$ cat src/common/fp_ops_pkg.sv
package fp_ops_pkg;

    // add or subtract select.
    typedef enum logic {
        FADD = 1'b0,
        FSUB = 1'b1
    } fpadd_operation_t;

    // supported rounding modes.
    typedef enum logic {
        RNE = 1'b0,
        RTZ = 1'b1
    } round_mode_t;

    // ----------------------------------------------------------------------
    // exception flags reported with each result.
    // ----------------------------------------------------------------------

    typedef struct packed {
        logic invalid;
        logic overflow;
        logic underflow;
        logic inexact;
    } fp_flags_t;

endpackage : fp_ops_pkg

$ cat src/common/fp_format_pkg.sv
package fp_format_pkg;

    // ----------------------------------------------------------------------
    // float32 field widths.
    // ----------------------------------------------------------------------

    localparam int EXP_W  = 8;
    localparam int MANT_W = 23;

    // ieee 754 single precision layout, sign in the msb.
    typedef struct packed {
        logic              sign;
        logic [EXP_W-1:0]  exponent;
        logic [MANT_W-1:0] mantissa;
    } float32_t;

    // bits below the last mantissa place, guard first.
    typedef struct packed {
        logic guard;
        logic round;
        logic sticky;
    } round_bits_t;

    // ----------------------------------------------------------------------
    // exponent limits and special encodings.
    // ----------------------------------------------------------------------

    localparam logic [EXP_W-1:0] MAX_EXP = 8'd254;
    localparam logic [EXP_W-1:0] MIN_EXP = 8'd1;
    localparam logic [EXP_W-1:0] INF_EXP = 8'd255;

    // positive quiet nan, the only nan this unit produces.
    localparam logic [31:0] CANONICAL_NAN = 32'h7FC0_0000;

endpackage : fp_format_pkg
$ cat src/common/fpadd_result_if.sv
`timescale 1ns/10ps

// unrounded adder output, meaningful only while valid is high.
interface fpadd_result_if;

    fp_format_pkg::float32_t    result;
    logic                       valid;
    fp_format_pkg::round_bits_t round_bits;
    logic                       invalid;
    logic                       overflow;
    logic                       underflow;
    fp_ops_pkg::round_mode_t    rnd_mode;

    modport producer (
        output result, valid, round_bits, invalid, overflow, underflow, rnd_mode
    );

    modport consumer (
        input  result, valid, round_bits, invalid, overflow, underflow, rnd_mode
    );

endinterface : fpadd_result_if

$ cat src/fp_add_unit.sv
`timescale 1ns/10ps

module fp_add_unit (
    input  logic                         clk_i,
    input  logic                         rst_n_i,
    input  logic                         clk_en_i,
    input  fp_format_pkg::float32_t      op_a_i,
    input  fp_format_pkg::float32_t      op_b_i,
    input  fp_ops_pkg::fpadd_operation_t operation_i,
    input  fp_ops_pkg::round_mode_t      rnd_mode_i,
    input  logic                         valid_i,
    output fp_format_pkg::float32_t      result_o,
    output logic                         valid_o,
    output fp_ops_pkg::fp_flags_t        flags_o
);

    // unrounded sum from the adder to the rounder.
    fpadd_result_if add_res_if ();

    // four-stage add/subtract.
    floating_point_adder u_adder (
        .clk_i        (clk_i),
        .rst_n_i      (rst_n_i),
        .clk_en_i     (clk_en_i),
        .addend_a_i   (op_a_i),
        .addend_b_i   (op_b_i),
        .operation_i  (operation_i),
        .rnd_mode_i   (rnd_mode_i),
        .data_valid_i (valid_i),
        .res_o        (add_res_if.producer)
    );

    // final rounding and flags, one more stage.
    fp_rounder u_rounder (
        .clk_i    (clk_i),
        .rst_n_i  (rst_n_i),
        .clk_en_i (clk_en_i),
        .res_i    (add_res_if.consumer),
        .result_o (result_o),
        .valid_o  (valid_o),
        .flags_o  (flags_o)
    );

endmodule : fp_add_unit

$ cat src/fp_rounder.sv
`timescale 1ns/10ps

module fp_rounder (
    input  logic                    clk_i,
    input  logic                    rst_n_i,
    input  logic                    clk_en_i,
    fpadd_result_if.consumer        res_i,
    output fp_format_pkg::float32_t result_o,
    output logic                    valid_o,
    output fp_ops_pkg::fp_flags_t   flags_o
);

    // ----------------------------------------------------------------------
    // rounding increment.
    // ----------------------------------------------------------------------

    logic                    round_up;
    logic                    any_round_bit;
    logic [23:0]             mant_inc;
    logic [7:0]              exp_inc;
    logic                    round_ovf;
    fp_format_pkg::float32_t rounded;
    fp_ops_pkg::fp_flags_t   flags_d;

    assign any_round_bit = res_i.round_bits.guard | res_i.round_bits.round |
                           res_i.round_bits.sticky;

    // rtz never increments.
    assign round_up = (res_i.rnd_mode == fp_ops_pkg::RNE) & res_i.round_bits.guard &
                      (res_i.round_bits.round | res_i.round_bits.sticky |
                       res_i.result.mantissa[0]);

    assign mant_inc = {1'b0, res_i.result.mantissa} + {23'b0, round_up};

    // mantissa carry bumps the exponent, subnormal to normal included.
    assign exp_inc   = res_i.result.exponent + {7'b0, mant_inc[23]};
    assign round_ovf = mant_inc[23] & (res_i.result.exponent == fp_format_pkg::MAX_EXP);

    always_comb begin : final_result
        // on round_ovf this already encodes infinity.
        rounded = {res_i.result.sign, exp_inc, mant_inc[22:0]};
        if (res_i.invalid) begin
            rounded = fp_format_pkg::CANONICAL_NAN;
        end
    end : final_result

    assign flags_d.invalid   = res_i.invalid;
    assign flags_d.overflow  = res_i.overflow | round_ovf;
    assign flags_d.underflow = res_i.underflow;
    assign flags_d.inexact   = ~res_i.invalid & any_round_bit;

    // ----------------------------------------------------------------------
    // output register.
    // ----------------------------------------------------------------------

    always_ff @(posedge clk_i) begin : valid_reg
        if (!rst_n_i) begin
            valid_o <= 1'b0;
        end else if (clk_en_i) begin
            valid_o <= res_i.valid;
        end
    end : valid_reg

    always_ff @(posedge clk_i) begin : data_reg
        if (clk_en_i) begin
            result_o <= rounded;
            flags_o  <= flags_d;
        end
    end : data_reg

    assert property (@(posedge clk_i) disable iff (!rst_n_i)
        (valid_o && flags_o.invalid) |-> (result_o == fp_format_pkg::CANONICAL_NAN));

endmodule : fp_rounder

$ cat src/fp_adder/floating_point_adder.sv
`timescale 1ns/10ps

module floating_point_adder (
    input  logic                         clk_i,
    input  logic                         rst_n_i,
    input  logic                         clk_en_i,
    input  fp_format_pkg::float32_t      addend_a_i,
    input  fp_format_pkg::float32_t      addend_b_i,
    input  fp_ops_pkg::fpadd_operation_t operation_i,
    input  fp_ops_pkg::round_mode_t      rnd_mode_i,
    input  logic                         data_valid_i,
    fpadd_result_if.producer             res_o
);

    localparam int SIG_W = fp_format_pkg::MANT_W + 1;
    localparam int LZ_W  = $clog2(SIG_W + 1);

    // ----------------------------------------------------------------------
    // valid pipeline.
    // ----------------------------------------------------------------------

    logic [3:0] valid_pipe;

    always_ff @(posedge clk_i) begin : valid_shift
        if (!rst_n_i) begin
            valid_pipe <= '0;
        end else if (clk_en_i) begin
            valid_pipe <= {valid_pipe[2:0], data_valid_i};
        end
    end : valid_shift

    assert property (@(posedge clk_i) disable iff (!rst_n_i) !$isunknown(valid_pipe));

    // ----------------------------------------------------------------------
    // stage 0: specials, operand order, exponent difference.
    // ----------------------------------------------------------------------

    fp_format_pkg::float32_t addend_b_eff;
    fp_format_pkg::float32_t major;
    fp_format_pkg::float32_t minor;
    logic                    a_is_nan;
    logic                    b_is_nan;
    logic                    a_is_inf;
    logic                    b_is_inf;
    logic                    a_ge_b;
    logic [7:0]              major_exp_eff;
    logic [7:0]              minor_exp_eff;

    assign addend_b_eff = {addend_b_i.sign ^ (operation_i == fp_ops_pkg::FSUB),
                           addend_b_i.exponent, addend_b_i.mantissa};

    assign a_is_nan = (addend_a_i.exponent == fp_format_pkg::INF_EXP) &&
                      (addend_a_i.mantissa != '0);
    assign b_is_nan = (addend_b_i.exponent == fp_format_pkg::INF_EXP) &&
                      (addend_b_i.mantissa != '0);
    assign a_is_inf = (addend_a_i.exponent == fp_format_pkg::INF_EXP) &&
                      (addend_a_i.mantissa == '0);
    assign b_is_inf = (addend_b_i.exponent == fp_format_pkg::INF_EXP) &&
                      (addend_b_i.mantissa == '0);

    // full magnitude compare, so the aligned subtraction never goes negative.
    assign a_ge_b = {addend_a_i.exponent, addend_a_i.mantissa} >=
                    {addend_b_i.exponent, addend_b_i.mantissa};
    assign major  = a_ge_b ? addend_a_i : addend_b_eff;
    assign minor  = a_ge_b ? addend_b_eff : addend_a_i;

    // subnormals sit on the same scale as exponent 1.
    assign major_exp_eff = (major.exponent == '0) ? fp_format_pkg::MIN_EXP : major.exponent;
    assign minor_exp_eff = (minor.exponent == '0) ? fp_format_pkg::MIN_EXP : minor.exponent;

    logic                    major_sign_s0;
    logic [7:0]              major_exp_s0;
    logic [SIG_W-1:0]        major_sig_s0;
    logic                    minor_sign_s0;
    logic [SIG_W-1:0]        minor_sig_s0;
    logic [7:0]              exp_diff_s0;
    logic                    invalid_s0;
    logic                    inf_s0;
    fp_ops_pkg::round_mode_t rnd_mode_s0;

    always_ff @(posedge clk_i) begin : stage0_reg
        if (clk_en_i) begin
            major_sign_s0 <= major.sign;
            major_exp_s0  <= major_exp_eff;
            major_sig_s0  <= {major.exponent != '0, major.mantissa};
            minor_sign_s0 <= minor.sign;
            minor_sig_s0  <= {minor.exponent != '0, minor.mantissa};
            exp_diff_s0   <= major_exp_eff - minor_exp_eff;
            // nan operand, or infinities that cancel.
            invalid_s0    <= a_is_nan | b_is_nan |
                             (a_is_inf & b_is_inf & (addend_a_i.sign ^ addend_b_eff.sign));
            inf_s0        <= a_is_inf | b_is_inf;
            rnd_mode_s0   <= rnd_mode_i;
        end
    end : stage0_reg

    // ----------------------------------------------------------------------
    // stage 1: align minor significand.
    // ----------------------------------------------------------------------

    logic [49:0] minor_shifted;
    logic [26:0] minor_ext;

    assign minor_shifted = {minor_sig_s0, 26'b0} >> exp_diff_s0;

    // layout is significand, guard, round, sticky.
    assign minor_ext = (exp_diff_s0 >= 8'd26) ? {26'b0, |minor_sig_s0}
                                              : {minor_shifted[49:24], |minor_shifted[23:0]};

    logic                    major_sign_s1;
    logic [7:0]              major_exp_s1;
    logic [SIG_W-1:0]        major_sig_s1;
    logic                    minor_sign_s1;
    logic [26:0]             minor_ext_s1;
    logic                    invalid_s1;
    logic                    inf_s1;
    fp_ops_pkg::round_mode_t rnd_mode_s1;

    always_ff @(posedge clk_i) begin : stage1_reg
        if (clk_en_i) begin
            major_sign_s1 <= major_sign_s0;
            major_exp_s1  <= major_exp_s0;
            major_sig_s1  <= major_sig_s0;
            minor_sign_s1 <= minor_sign_s0;
            minor_ext_s1  <= minor_ext;
            invalid_s1    <= invalid_s0;
            inf_s1        <= inf_s0;
            rnd_mode_s1   <= rnd_mode_s0;
        end
    end : stage1_reg

    // ----------------------------------------------------------------------
    // stage 2: significand add or subtract.
    // ----------------------------------------------------------------------

    logic        eff_sub;
    logic [27:0] major_ext;
    logic [27:0] sum;

    assign eff_sub   = major_sign_s1 ^ minor_sign_s1;
    assign major_ext = {1'b0, major_sig_s1, 3'b000};
    assign sum       = eff_sub ? (major_ext - {1'b0, minor_ext_s1})
                               : (major_ext + {1'b0, minor_ext_s1});

    logic                    sign_s2;
    logic [7:0]              exp_s2;
    logic [26:0]             sum_s2;
    logic                    carry_s2;
    logic                    eff_sub_s2;
    logic                    invalid_s2;
    logic                    inf_s2;
    fp_ops_pkg::round_mode_t rnd_mode_s2;

    always_ff @(posedge clk_i) begin : stage2_reg
        if (clk_en_i) begin
            sign_s2     <= major_sign_s1;
            exp_s2      <= major_exp_s1;
            sum_s2      <= sum[26:0];
            carry_s2    <= sum[27];
            eff_sub_s2  <= eff_sub;
            invalid_s2  <= invalid_s1;
            inf_s2      <= inf_s1;
            rnd_mode_s2 <= rnd_mode_s1;
        end
    end : stage2_reg

    // ----------------------------------------------------------------------
    // stage 3: normalize and form guard, round, sticky.
    // ----------------------------------------------------------------------

    logic [LZ_W-1:0] lz_count;
    logic            sig_all_zero;

    count_leading_zeros #(
        .WIDTH (SIG_W)
    ) u_clz (
        .operand_i     (sum_s2[26:3]),
        .lz_count_o    (lz_count),
        .is_all_zero_o (sig_all_zero)
    );

    logic                       is_zero;
    logic [26:0]                norm_ext;
    logic [7:0]                 norm_exp;
    logic                       norm_ovf;
    logic                       norm_unf;
    fp_format_pkg::float32_t    norm_result;
    fp_format_pkg::round_bits_t norm_rb;

    assign is_zero = sig_all_zero & (sum_s2[2:0] == 3'b000) & ~carry_s2;

    always_comb begin : normalize
        norm_ext = sum_s2;
        norm_exp = exp_s2;
        norm_ovf = 1'b0;
        norm_unf = 1'b0;
        if (carry_s2) begin
            // one place right, the dropped bit folds into sticky.
            norm_ext = {1'b1, sum_s2[26:2], |sum_s2[1:0]};
            norm_exp = exp_s2 + 8'd1;
            norm_ovf = (exp_s2 == fp_format_pkg::MAX_EXP);
        end else if ({1'b0, exp_s2} > {{(9 - LZ_W){1'b0}}, lz_count}) begin
            norm_ext = sum_s2 << lz_count;
            norm_exp = exp_s2 - {{(8 - LZ_W){1'b0}}, lz_count};
        end else begin
            // clamped at MIN_EXP scale, stored as subnormal.
            norm_ext = sum_s2 << (exp_s2[LZ_W-1:0] - LZ_W'(fp_format_pkg::MIN_EXP));
            norm_exp = '0;
            norm_unf = 1'b1;
        end

        norm_result = {sign_s2, norm_exp, norm_ext[25:3]};
        norm_rb     = norm_ext[2:0];

        if (invalid_s2 || inf_s2 || norm_ovf) begin
            norm_result = {sign_s2, fp_format_pkg::INF_EXP, 23'b0};
            norm_rb     = '0;
        end else if (is_zero) begin
            // exact cancellation gives +0.
            norm_result = {sign_s2 & ~eff_sub_s2, 31'b0};
            norm_rb     = '0;
            norm_unf    = 1'b0;
        end
    end : normalize

    fp_format_pkg::float32_t    result_s3;
    fp_format_pkg::round_bits_t round_bits_s3;
    logic                       overflow_s3;
    logic                       underflow_s3;
    logic                       invalid_s3;
    fp_ops_pkg::round_mode_t    rnd_mode_s3;

    always_ff @(posedge clk_i) begin : stage3_reg
        if (clk_en_i) begin
            result_s3     <= norm_result;
            round_bits_s3 <= norm_rb;
            overflow_s3   <= norm_ovf;
            underflow_s3  <= norm_unf;
            invalid_s3    <= invalid_s2;
            rnd_mode_s3   <= rnd_mode_s2;
        end
    end : stage3_reg

    assign res_o.result     = result_s3;
    assign res_o.valid      = valid_pipe[3];
    assign res_o.round_bits = round_bits_s3;
    assign res_o.invalid    = invalid_s3;
    assign res_o.overflow   = overflow_s3;
    assign res_o.underflow  = underflow_s3;
    assign res_o.rnd_mode   = rnd_mode_s3;

endmodule : floating_point_adder

$ cat src/fp_adder/count_leading_zeros.sv
`timescale 1ns/10ps

module count_leading_zeros #(
    parameter  int WIDTH = 24,
    localparam int CNT_W = $clog2(WIDTH + 1)
) (
    input  logic [WIDTH-1:0] operand_i,
    output logic [CNT_W-1:0] lz_count_o,
    output logic             is_all_zero_o
);

    // ----------------------------------------------------------------------
    // priority search.
    // ----------------------------------------------------------------------

    // scan from the lsb up, so the highest set bit wins.
    always_comb begin : lz_search
        lz_count_o = CNT_W'(WIDTH);
        for (int i = 0; i < WIDTH; i++) begin
            if (operand_i[i]) begin
                lz_count_o = CNT_W'(WIDTH - 1 - i);
            end
        end
    end : lz_search

    // count is WIDTH in this case.
    assign is_all_zero_o = (operand_i == '0);

endmodule : count_leading_zeros

$ cat config.mk
export PLATFORM = sky130hd
export DESIGN_NAME = fp_add_unit
export DESIGN_NICKNAME = d
export VERILOG_FILES = /design/src/common/fp_ops_pkg.sv /design/src/common/fp_format_pkg.sv /design/src/common/fpadd_result_if.sv /design/src/fp_add_unit.sv /design/src/fp_rounder.sv /design/src/fp_adder/floating_point_adder.sv /design/src/fp_adder/count_leading_zeros.sv
export SDC_FILE = /design/constraint.sdc
export NUM_CORES = 1
export LEC_CHECK = 0
export BUFFER_PORTS_ARGS = -buffer_cell sky130_fd_sc_hd__clkbuf_2
export CORE_MARGIN = 2
export CORE_UTILIZATION = 45
export DETAILED_ROUTE_END_ITERATION = 12
export PLACE_DENSITY = 0.73
export SLEW_MARGIN = 20
export SYNTH_ARGS = -nofsm -noshare
export SYNTH_HDL_FRONTEND = slang
export SYNTH_HIERARCHICAL = 1
export SYNTH_SLANG_ARGS = --single-unit
$ cat constraint.sdc
create_clock -name clk_i -period 14.51 [get_ports clk_i]
set_clock_uncertainty 0.1 [all_clocks]
set_input_delay 1.451 -clock clk_i [delete_from_list [all_inputs] [get_ports clk_i]]
set_output_delay 1.451 -clock clk_i [all_outputs]
set_load 0.01 [all_outputs]
== Yosys cells after proc, flatten, opt, wreduce, memory -nomap -nowiden ==
Cells that the tools add are included.
W data, S select, Z words.

* Flip-flop bits (word level): 254
* Latch bits: 0
* Memory bits (writable): 0
* Bits in read-only memories: 0
* Bits of input ports: 70
* Output and inout bits: 37
* Logic and storage cells: 148
* Memories: 0

* $add $sub $neg: 8
* Multipliers: 0
* Div/mod/pow operators: 0
* $lt $le $gt $ge: 3
* Equal/unequal tests: 4
* Shift operators: 3
* Multiplexer cells: 41
* Bitwise logic cells: 24
* Reductions and logical operators: 20

{| class="wikitable"
|+ Operators by type and width
! kind !! count
|-
| $mux W32 || 4
|-
| $mux W5 || 23
|-
| $shl A27 B5 Y26 || 2
|-
| $mux W26 || 2
|-
| $shr A50 B8 Y50 || 1
|-
| $reduce_or A24 Y1 || 2
|-
| $logic_not A23 Y1 || 2
|-
| $reduce_bool A23 Y1 || 2
|-
| $eq A8 B8 Y1 const B || 4
|-
| $mux W8 || 4
|-
| $ge A31 B31 Y1 || 1
|-
| $add A27 B27 Y28 || 1
|-
| $mux W28 || 1
|-
| $sub A27 B27 Y28 || 1
|-
| $add A23 B1 Y24 || 1
|-
| $logic_not A24 Y1 || 1
|-
| $logic_not A8 Y1 || 2
|-
| $reduce_bool A8 Y1 || 2
|-
| $and A1 B1 Y1 || 9
|-
| $add A8 B1 Y8 || 1
|-
| $add A8 B1 Y8 const B || 1
|-
| $ge A8 B5 Y1 const B || 1
|-
| $gt A8 B5 Y1 || 1
|-
| $or A1 B1 Y1 || 8
|-
| 11 further kinds || 26
|}

== Depth between registers and ports, before layout ==
* Depth after elaboration: 29
* Mapped depth: 21
* Gate-level depth less buffers: 19

== Cells and area by module ==
Netlist, hierarchy kept.

{| class="wikitable"
|+ By module, submodules not included
! module !! instances !! cells an instance !! area each (um2) !! sequential area each (um2)
|-
| floating_point_adder || 1 || 1,489 || 15,608.7 || 6,476.2
|-
| fp_rounder || 1 || 176 || 1,966.9 || 1,101.1
|-
| count_leading_zeros || 1 || 47 || 301.5 || 0.0
|}

== Worst setup path after synthesis ==
OpenSTA, ideal clock, no wires.

* Path kind: input port to flip-flop
* From: input port op_a_i[0] in the netlist's numbering
* To: register u_adder.exp_diff_s0[7], data pin
* Setup time: 0.260 ns
* Data arrival time: 4.841 ns
* Slack: 9.309 ns
* Stages on the path: 21
* Path buffers: 2
* Cell sequence: inv_1 ha_1 nand2b_1 a21o_1 a21oi_1 o2111ai_1 a31o_1 a31oi_1 o21ai_1 buf_2 buf_2 mux2_1 ha_1 nor2b_1 o21ai_0 a21boi_0 o21a_1 nor2_1 o21bai_1 a21oi_1 xnor2_1

* Word-level cells in the longest chain between the ends: 5

{| class="wikitable"
|+ RTL lines
! item !! RTL line !! RTL
|-
| from (decl) || fp_add_unit.sv:7 || <nowiki>input fp_format_pkg::float32_t op_a_i,</nowiki>
|-
| $ge A31 B31 Y1 * || floating_point_adder.sv:62 || <nowiki>assign a_ge_b = {addend_a_i.exponent, addend_a_i.mantissa} >=</nowiki>
|-
| $mux W32 * || floating_point_adder.sv:64 || <nowiki>assign major = a_ge_b ? addend_a_i : addend_b_eff;</nowiki>
|-
| $logic_not A8 Y1 || floating_point_adder.sv:68 || <nowiki>assign major_exp_eff = (major.exponent == '0) ? fp_format_pkg::MIN_EXP : major.exponent;</nowiki>
|-
| $mux W8 * || floating_point_adder.sv:68 ||
|-
| via u_adder.major_exp_eff[1] || floating_point_adder.sv:46 || <nowiki>logic [7:0] major_exp_eff;</nowiki>
|-
| $sub A8 B8 Y8 * || floating_point_adder.sv:88 || <nowiki>exp_diff_s0 <= major_exp_eff - minor_exp_eff;</nowiki>
|-
| to (signal assigned) || floating_point_adder.sv:88 ||
|-
| to (decl) || floating_point_adder.sv:76 || <nowiki>logic [7:0] exp_diff_s0;</nowiki>
|}

The timed path passes the listed nets; every way through them passes the cells marked *.
A chain may end at the register's enable or synchronous reset.

== Worst setup path in the final report ==
* From: register u_adder.sum_s2[13]
* To: register u_adder.result_s3 (netlist bit u_adder/res_o.result[21]), data pin

* Word-level cells in the longest chain between the ends: 17

{| class="wikitable"
|+ RTL lines
! item !! RTL line !! RTL
|-
| from (decl) || floating_point_adder.sv:147 || <nowiki>logic [26:0] sum_s2;</nowiki>
|-
| from (signal assigned) || floating_point_adder.sv:158 || <nowiki>sum_s2 <= sum[26:0];</nowiki>
|-
| $mux W5 * (14 in series) || count_leading_zeros.sv:20 || <nowiki>if (operand_i[i]) begin</nowiki>
|-
| via u_adder.lz_count[1] || floating_point_adder.sv:171 || <nowiki>logic [LZ_W-1:0] lz_count;</nowiki>
|-
| $gt A8 B5 Y1 / $shl A27 B5 Y26 (equally long branches) || floating_point_adder.sv:202, floating_point_adder.sv:203 ||
|-
| $mux W26 * || floating_point_adder.sv:202 || <nowiki>end else if ({1'b0, exp_s2} > {{(9 - LZ_W){1'b0}}, lz_count}) begin</nowiki>
|-
| $mux W26 * || floating_point_adder.sv:197 || <nowiki>if (carry_s2) begin</nowiki>
|-
| to (signal assigned) || floating_point_adder.sv:235 || <nowiki>result_s3 <= norm_result;</nowiki>
|-
| to (decl) || floating_point_adder.sv:226 || <nowiki>fp_format_pkg::float32_t result_s3;</nowiki>
|}

Marks and branches as above.

==> impl_metrics.toml <==
[status]
outcome = "finished clean"

[cts]
cts.sinks = 254
hold_buffers = 0
cts_setup_buffers = 0
post_cts_resized = 0
cts.reportedPaths.clkPinSlew_ns = 0.06
clk_latency_ns = 0.58
cts_buffers = 28
clock_path_buffers = 3
root_buffer = "clkbuf_16"
cts_max_level = 1
cts_tree = "done"

[pwr]
peakVddDrop_mv = 0.105
power.switching_uw = 846
leakagePower_nw = 7.41
seqPwrFrac_pct = 39.3
p_clk_share_pct = 30.1
p_per_area_mw_per_mm2 = 130
power.share.combinational_pct = 30.6
swShare_pct = 33.0
internal_power_mw = 1.72

[drt]
wirelength_microns = 46300
routed.top_layer = "met4"
drt-met1-wl_microns = 19400
drt_iter0_drc = 1345
wl_met3_microns = 2090
drtPass1Iterations = 7
via_count = 13900
avgRoutedWirePerCell_microns = 20.0
viasPerCell = 6.00
postRouteAntennaNets = 0
wl_met2_microns = 22900
drc = 0

[floorplan]
die_h_microns = 203
die-area_sq_mm = 0.0413
initial_core_util_pct = 45.3
core-area_sq_mm = 0.0395
io_pins = 107
die_x_microns = 203
rows = 73

[yosys]
yosysWarnings = 6
synthXorXnorAreaFrac_pct = 2.89
synthFlopType = "edfxtp_1"
ys_ff_latch = 254
synth_compound_area_share_pct = 15.4
synth_top_family_by_area = "compound AO/OA/AOI/OAI gates"
synth.avg_cell_area_sq_um = 10.4
syn_area_sq_mm = 0.0179
synth.area.mux_share_pct = 12.1
synthArstFlopShare_pct = 0
synth_nets = 1883
yosysSeqAreaShare_pct = 42.4
synth_cells = 1712
synth_fa_ha_area_share_pct = 7.19
yosysUniqueCellTypes = 96
synth_area_leaders = "edfxtp_1, ha_1, mux2_2"
yosysTopAreaCell = "edfxtp_1"
yosys.area_share.simple_pct = 15.3
synth_top_area_share_pct = 41.8
synth-edff-count = 249

[global_route]
grt_overflow = 0
grt_pass1_wl_microns = 72700
grt_pass1_vias = 13200
grt.total_usage_pct = 22.0
grt_max_degree = 91
antenna_found_initial = 0

[setup_path]
setup.worst_path.end_class = "flip-flop"
rrSetupSlack_ns = 7.92
critPathKind = "flip-flop to flip-flop"
cpMaxStageDelayCell = "mux2i_2"
path_cells = "nor4_4 > o21ai_2 > o311a_1 > a2111oi_2 > buf_4 > clkinv_1 > ha_1 > and4_1 > nand3_1 > nand2_2 > mux2i_2 > nand3_1 > nor2_1 > a22oi_1 > a31oi_1"
critPathLaunchType = "flip-flop"
cp.arrival_ns = 6.88
required_ns = 14.79
crit_top_cell = "nand3_1"
slowest_delay_ns = 0.83
cp_max_fo = 21

[layout]
n_fill_cell = 3527
area_growth_pct = 10.6
drive_gt1_share_pct = 17.8
final_cell_mix = "edfxtp_1, nor2_1, clkbuf_2, nand2_1"
nNetsFinal = 1942
diodes = 0
layout_commonest_cell = "edfxtp_1"
fin_cells = 2318
fin_util_pct = 50.1

[run]
cap_violations = 0

[timing]
setup-tns-final_ns = 0
max_slew_margin_pct = 29.2
min_period_ns = 6.59
finalWorstSetupSlack_ns = 7.92
rsz0062_at_grt = "false"
whs_ns = 0.318
drv_slew = 0
finalCritPeriodShare_pct = 45.4
final-setup-viol-count = 0
worstMarginPinSlew_ns = 1.06
hold_viol = 0
max_freq_mhz = 152

[placement]
io_buffers = 106
dp.cells = 2265
dpl.hpwl_microns = 34600
dpl_worst_slack_ns = 8.11
globalplace.congestion = 0.975

[hold_path]
hp-class = "flip-flop to flip-flop"
==> cell type report <==
class	instances	area, sq um	share of cell area [%]
flip-flops and latches	254	7580	38.3
clock inverters	14	273	1.38
repair buffers	119	646	3.27
clock buffers	38	748	3.78
inverters	99	372	1.88
multi-input cells	1269	9500	48.0
well taps	525	657	3.32
==> kinds of logic after synthesis <==
logic type | count (synthesis)
adders and majority gates | 101
DFF | 254
and+or+nand+nor | 525
buffers and inverters | 189
xor gates and xnor gates | 59
muxes | 178
AOI/OAI and AO/OA | 406
==> worst max-delay path: cells and delay by family, from the launching register on <==
| kind | cells | cell delay [ns] |
|---|---|---|
| AND/OR/NAND/NOR | 6 | 2.57 |
| flip-flops | 1 | 0.53 |
| adder cells (fa/ha/maj) | 1 | 0.54 |
| buffers and inverters | 2 | 0.85 |
| multiplexers | 1 | 0.83 |
| AO/OA/AOI/OAI | 5 | 0.96 |
==> Yosys cell counts, types with 6 or more instances <==
| cell | instances |
|---|---|
| o211ai_1 | 9 |
| nor3_1 | 56 |
| buf_6 | 8 |
| buf_4 | 9 |
| o21ai_0 | 80 |
| mux4_2 | 21 |
| nor2b_1 | 28 |
| inv_1 | 98 |
| edfxtp_1 | 249 |
| a311oi_1 | 21 |
| o21bai_1 | 15 |
| o22ai_1 | 12 |
| a211oi_1 | 12 |
| a21boi_0 | 7 |
| nand4_1 | 24 |
| o21ai_1 | 6 |
| nand2b_1 | 38 |
| ha_1 | 98 |
| a21o_1 | 24 |
| buf_2 | 14 |
| clkbuf_1 | 51 |
| buf_1 | 7 |
| nor2_1 | 124 |
| mux2i_1 | 58 |
| nand2_1 | 104 |
| or3_1 | 13 |
| a21oi_1 | 83 |
| xor2_1 | 30 |
| a22oi_1 | 40 |
| and3_1 | 7 |
| and2_1 | 8 |
| mux2_2 | 97 |
| o22a_1 | 10 |
| nor4_1 | 33 |
| o31ai_1 | 8 |
| nand3_1 | 38 |
| and4_1 | 9 |
| xnor2_1 | 29 |
| a31oi_1 | 16 |
==> power groups by stage <==
stage               registers (mW)  clock network [mW]  logic, mW
floorplan                    0.971                   0      0.574
CTS                           1.01               0.791      0.765
detailed placement            1.03                   0      0.760
finish                        1.01               0.771      0.785
global route                  1.02               0.816      0.846
global placement              1.02                   0      0.764
==> routing by layer <==
| metal | up-vias | global-route usage, % |
|---|---|---|
| li1 | 6630 | - |
| met1 | 6724 | 27.7 |
| met2 | 460 | 38.7 |
| met3 | 93 | 2.73 |
| met4 | 0 | 8.37 |
| met5 | - | 0 |
==> per-stage QoR <==
step	total power, mW	cell area (sq um)
CTS	2.57	19800
floorplan	1.54	17900
global placement	1.78	18700
global route	2.68	19800
finish	2.56	19800
detailed placement	1.79	18700
==> state kept, by name, summed over array words and instances (netlist names), 24 cells and up <==
name and count:
u_adder/major_sig_s0 24, u_adder/minor_sig_s0 24, u_rounder/result_o 32, u_adder/major_sig_s1 24, u_adder/sum_s2 27, u_adder/minor_ext_s1 27, u_adder/res_o.result 32
==> path summary, 6_finish.rpt <==
kind,start,to,cells after the start
worst max-delay path,u_adder/sum_s2[13],u_adder/res_o.result[21],15
worst min-delay path,u_adder/major_exp_s0[2],u_adder/major_exp_s1[2],0
worst max register to register,u_adder/sum_s2[13],u_adder/res_o.result[21],15
worst min register to register,u_adder/major_exp_s0[2],u_adder/major_exp_s1[2],0
Note: power is estimated with default switching activity, not from simulation.
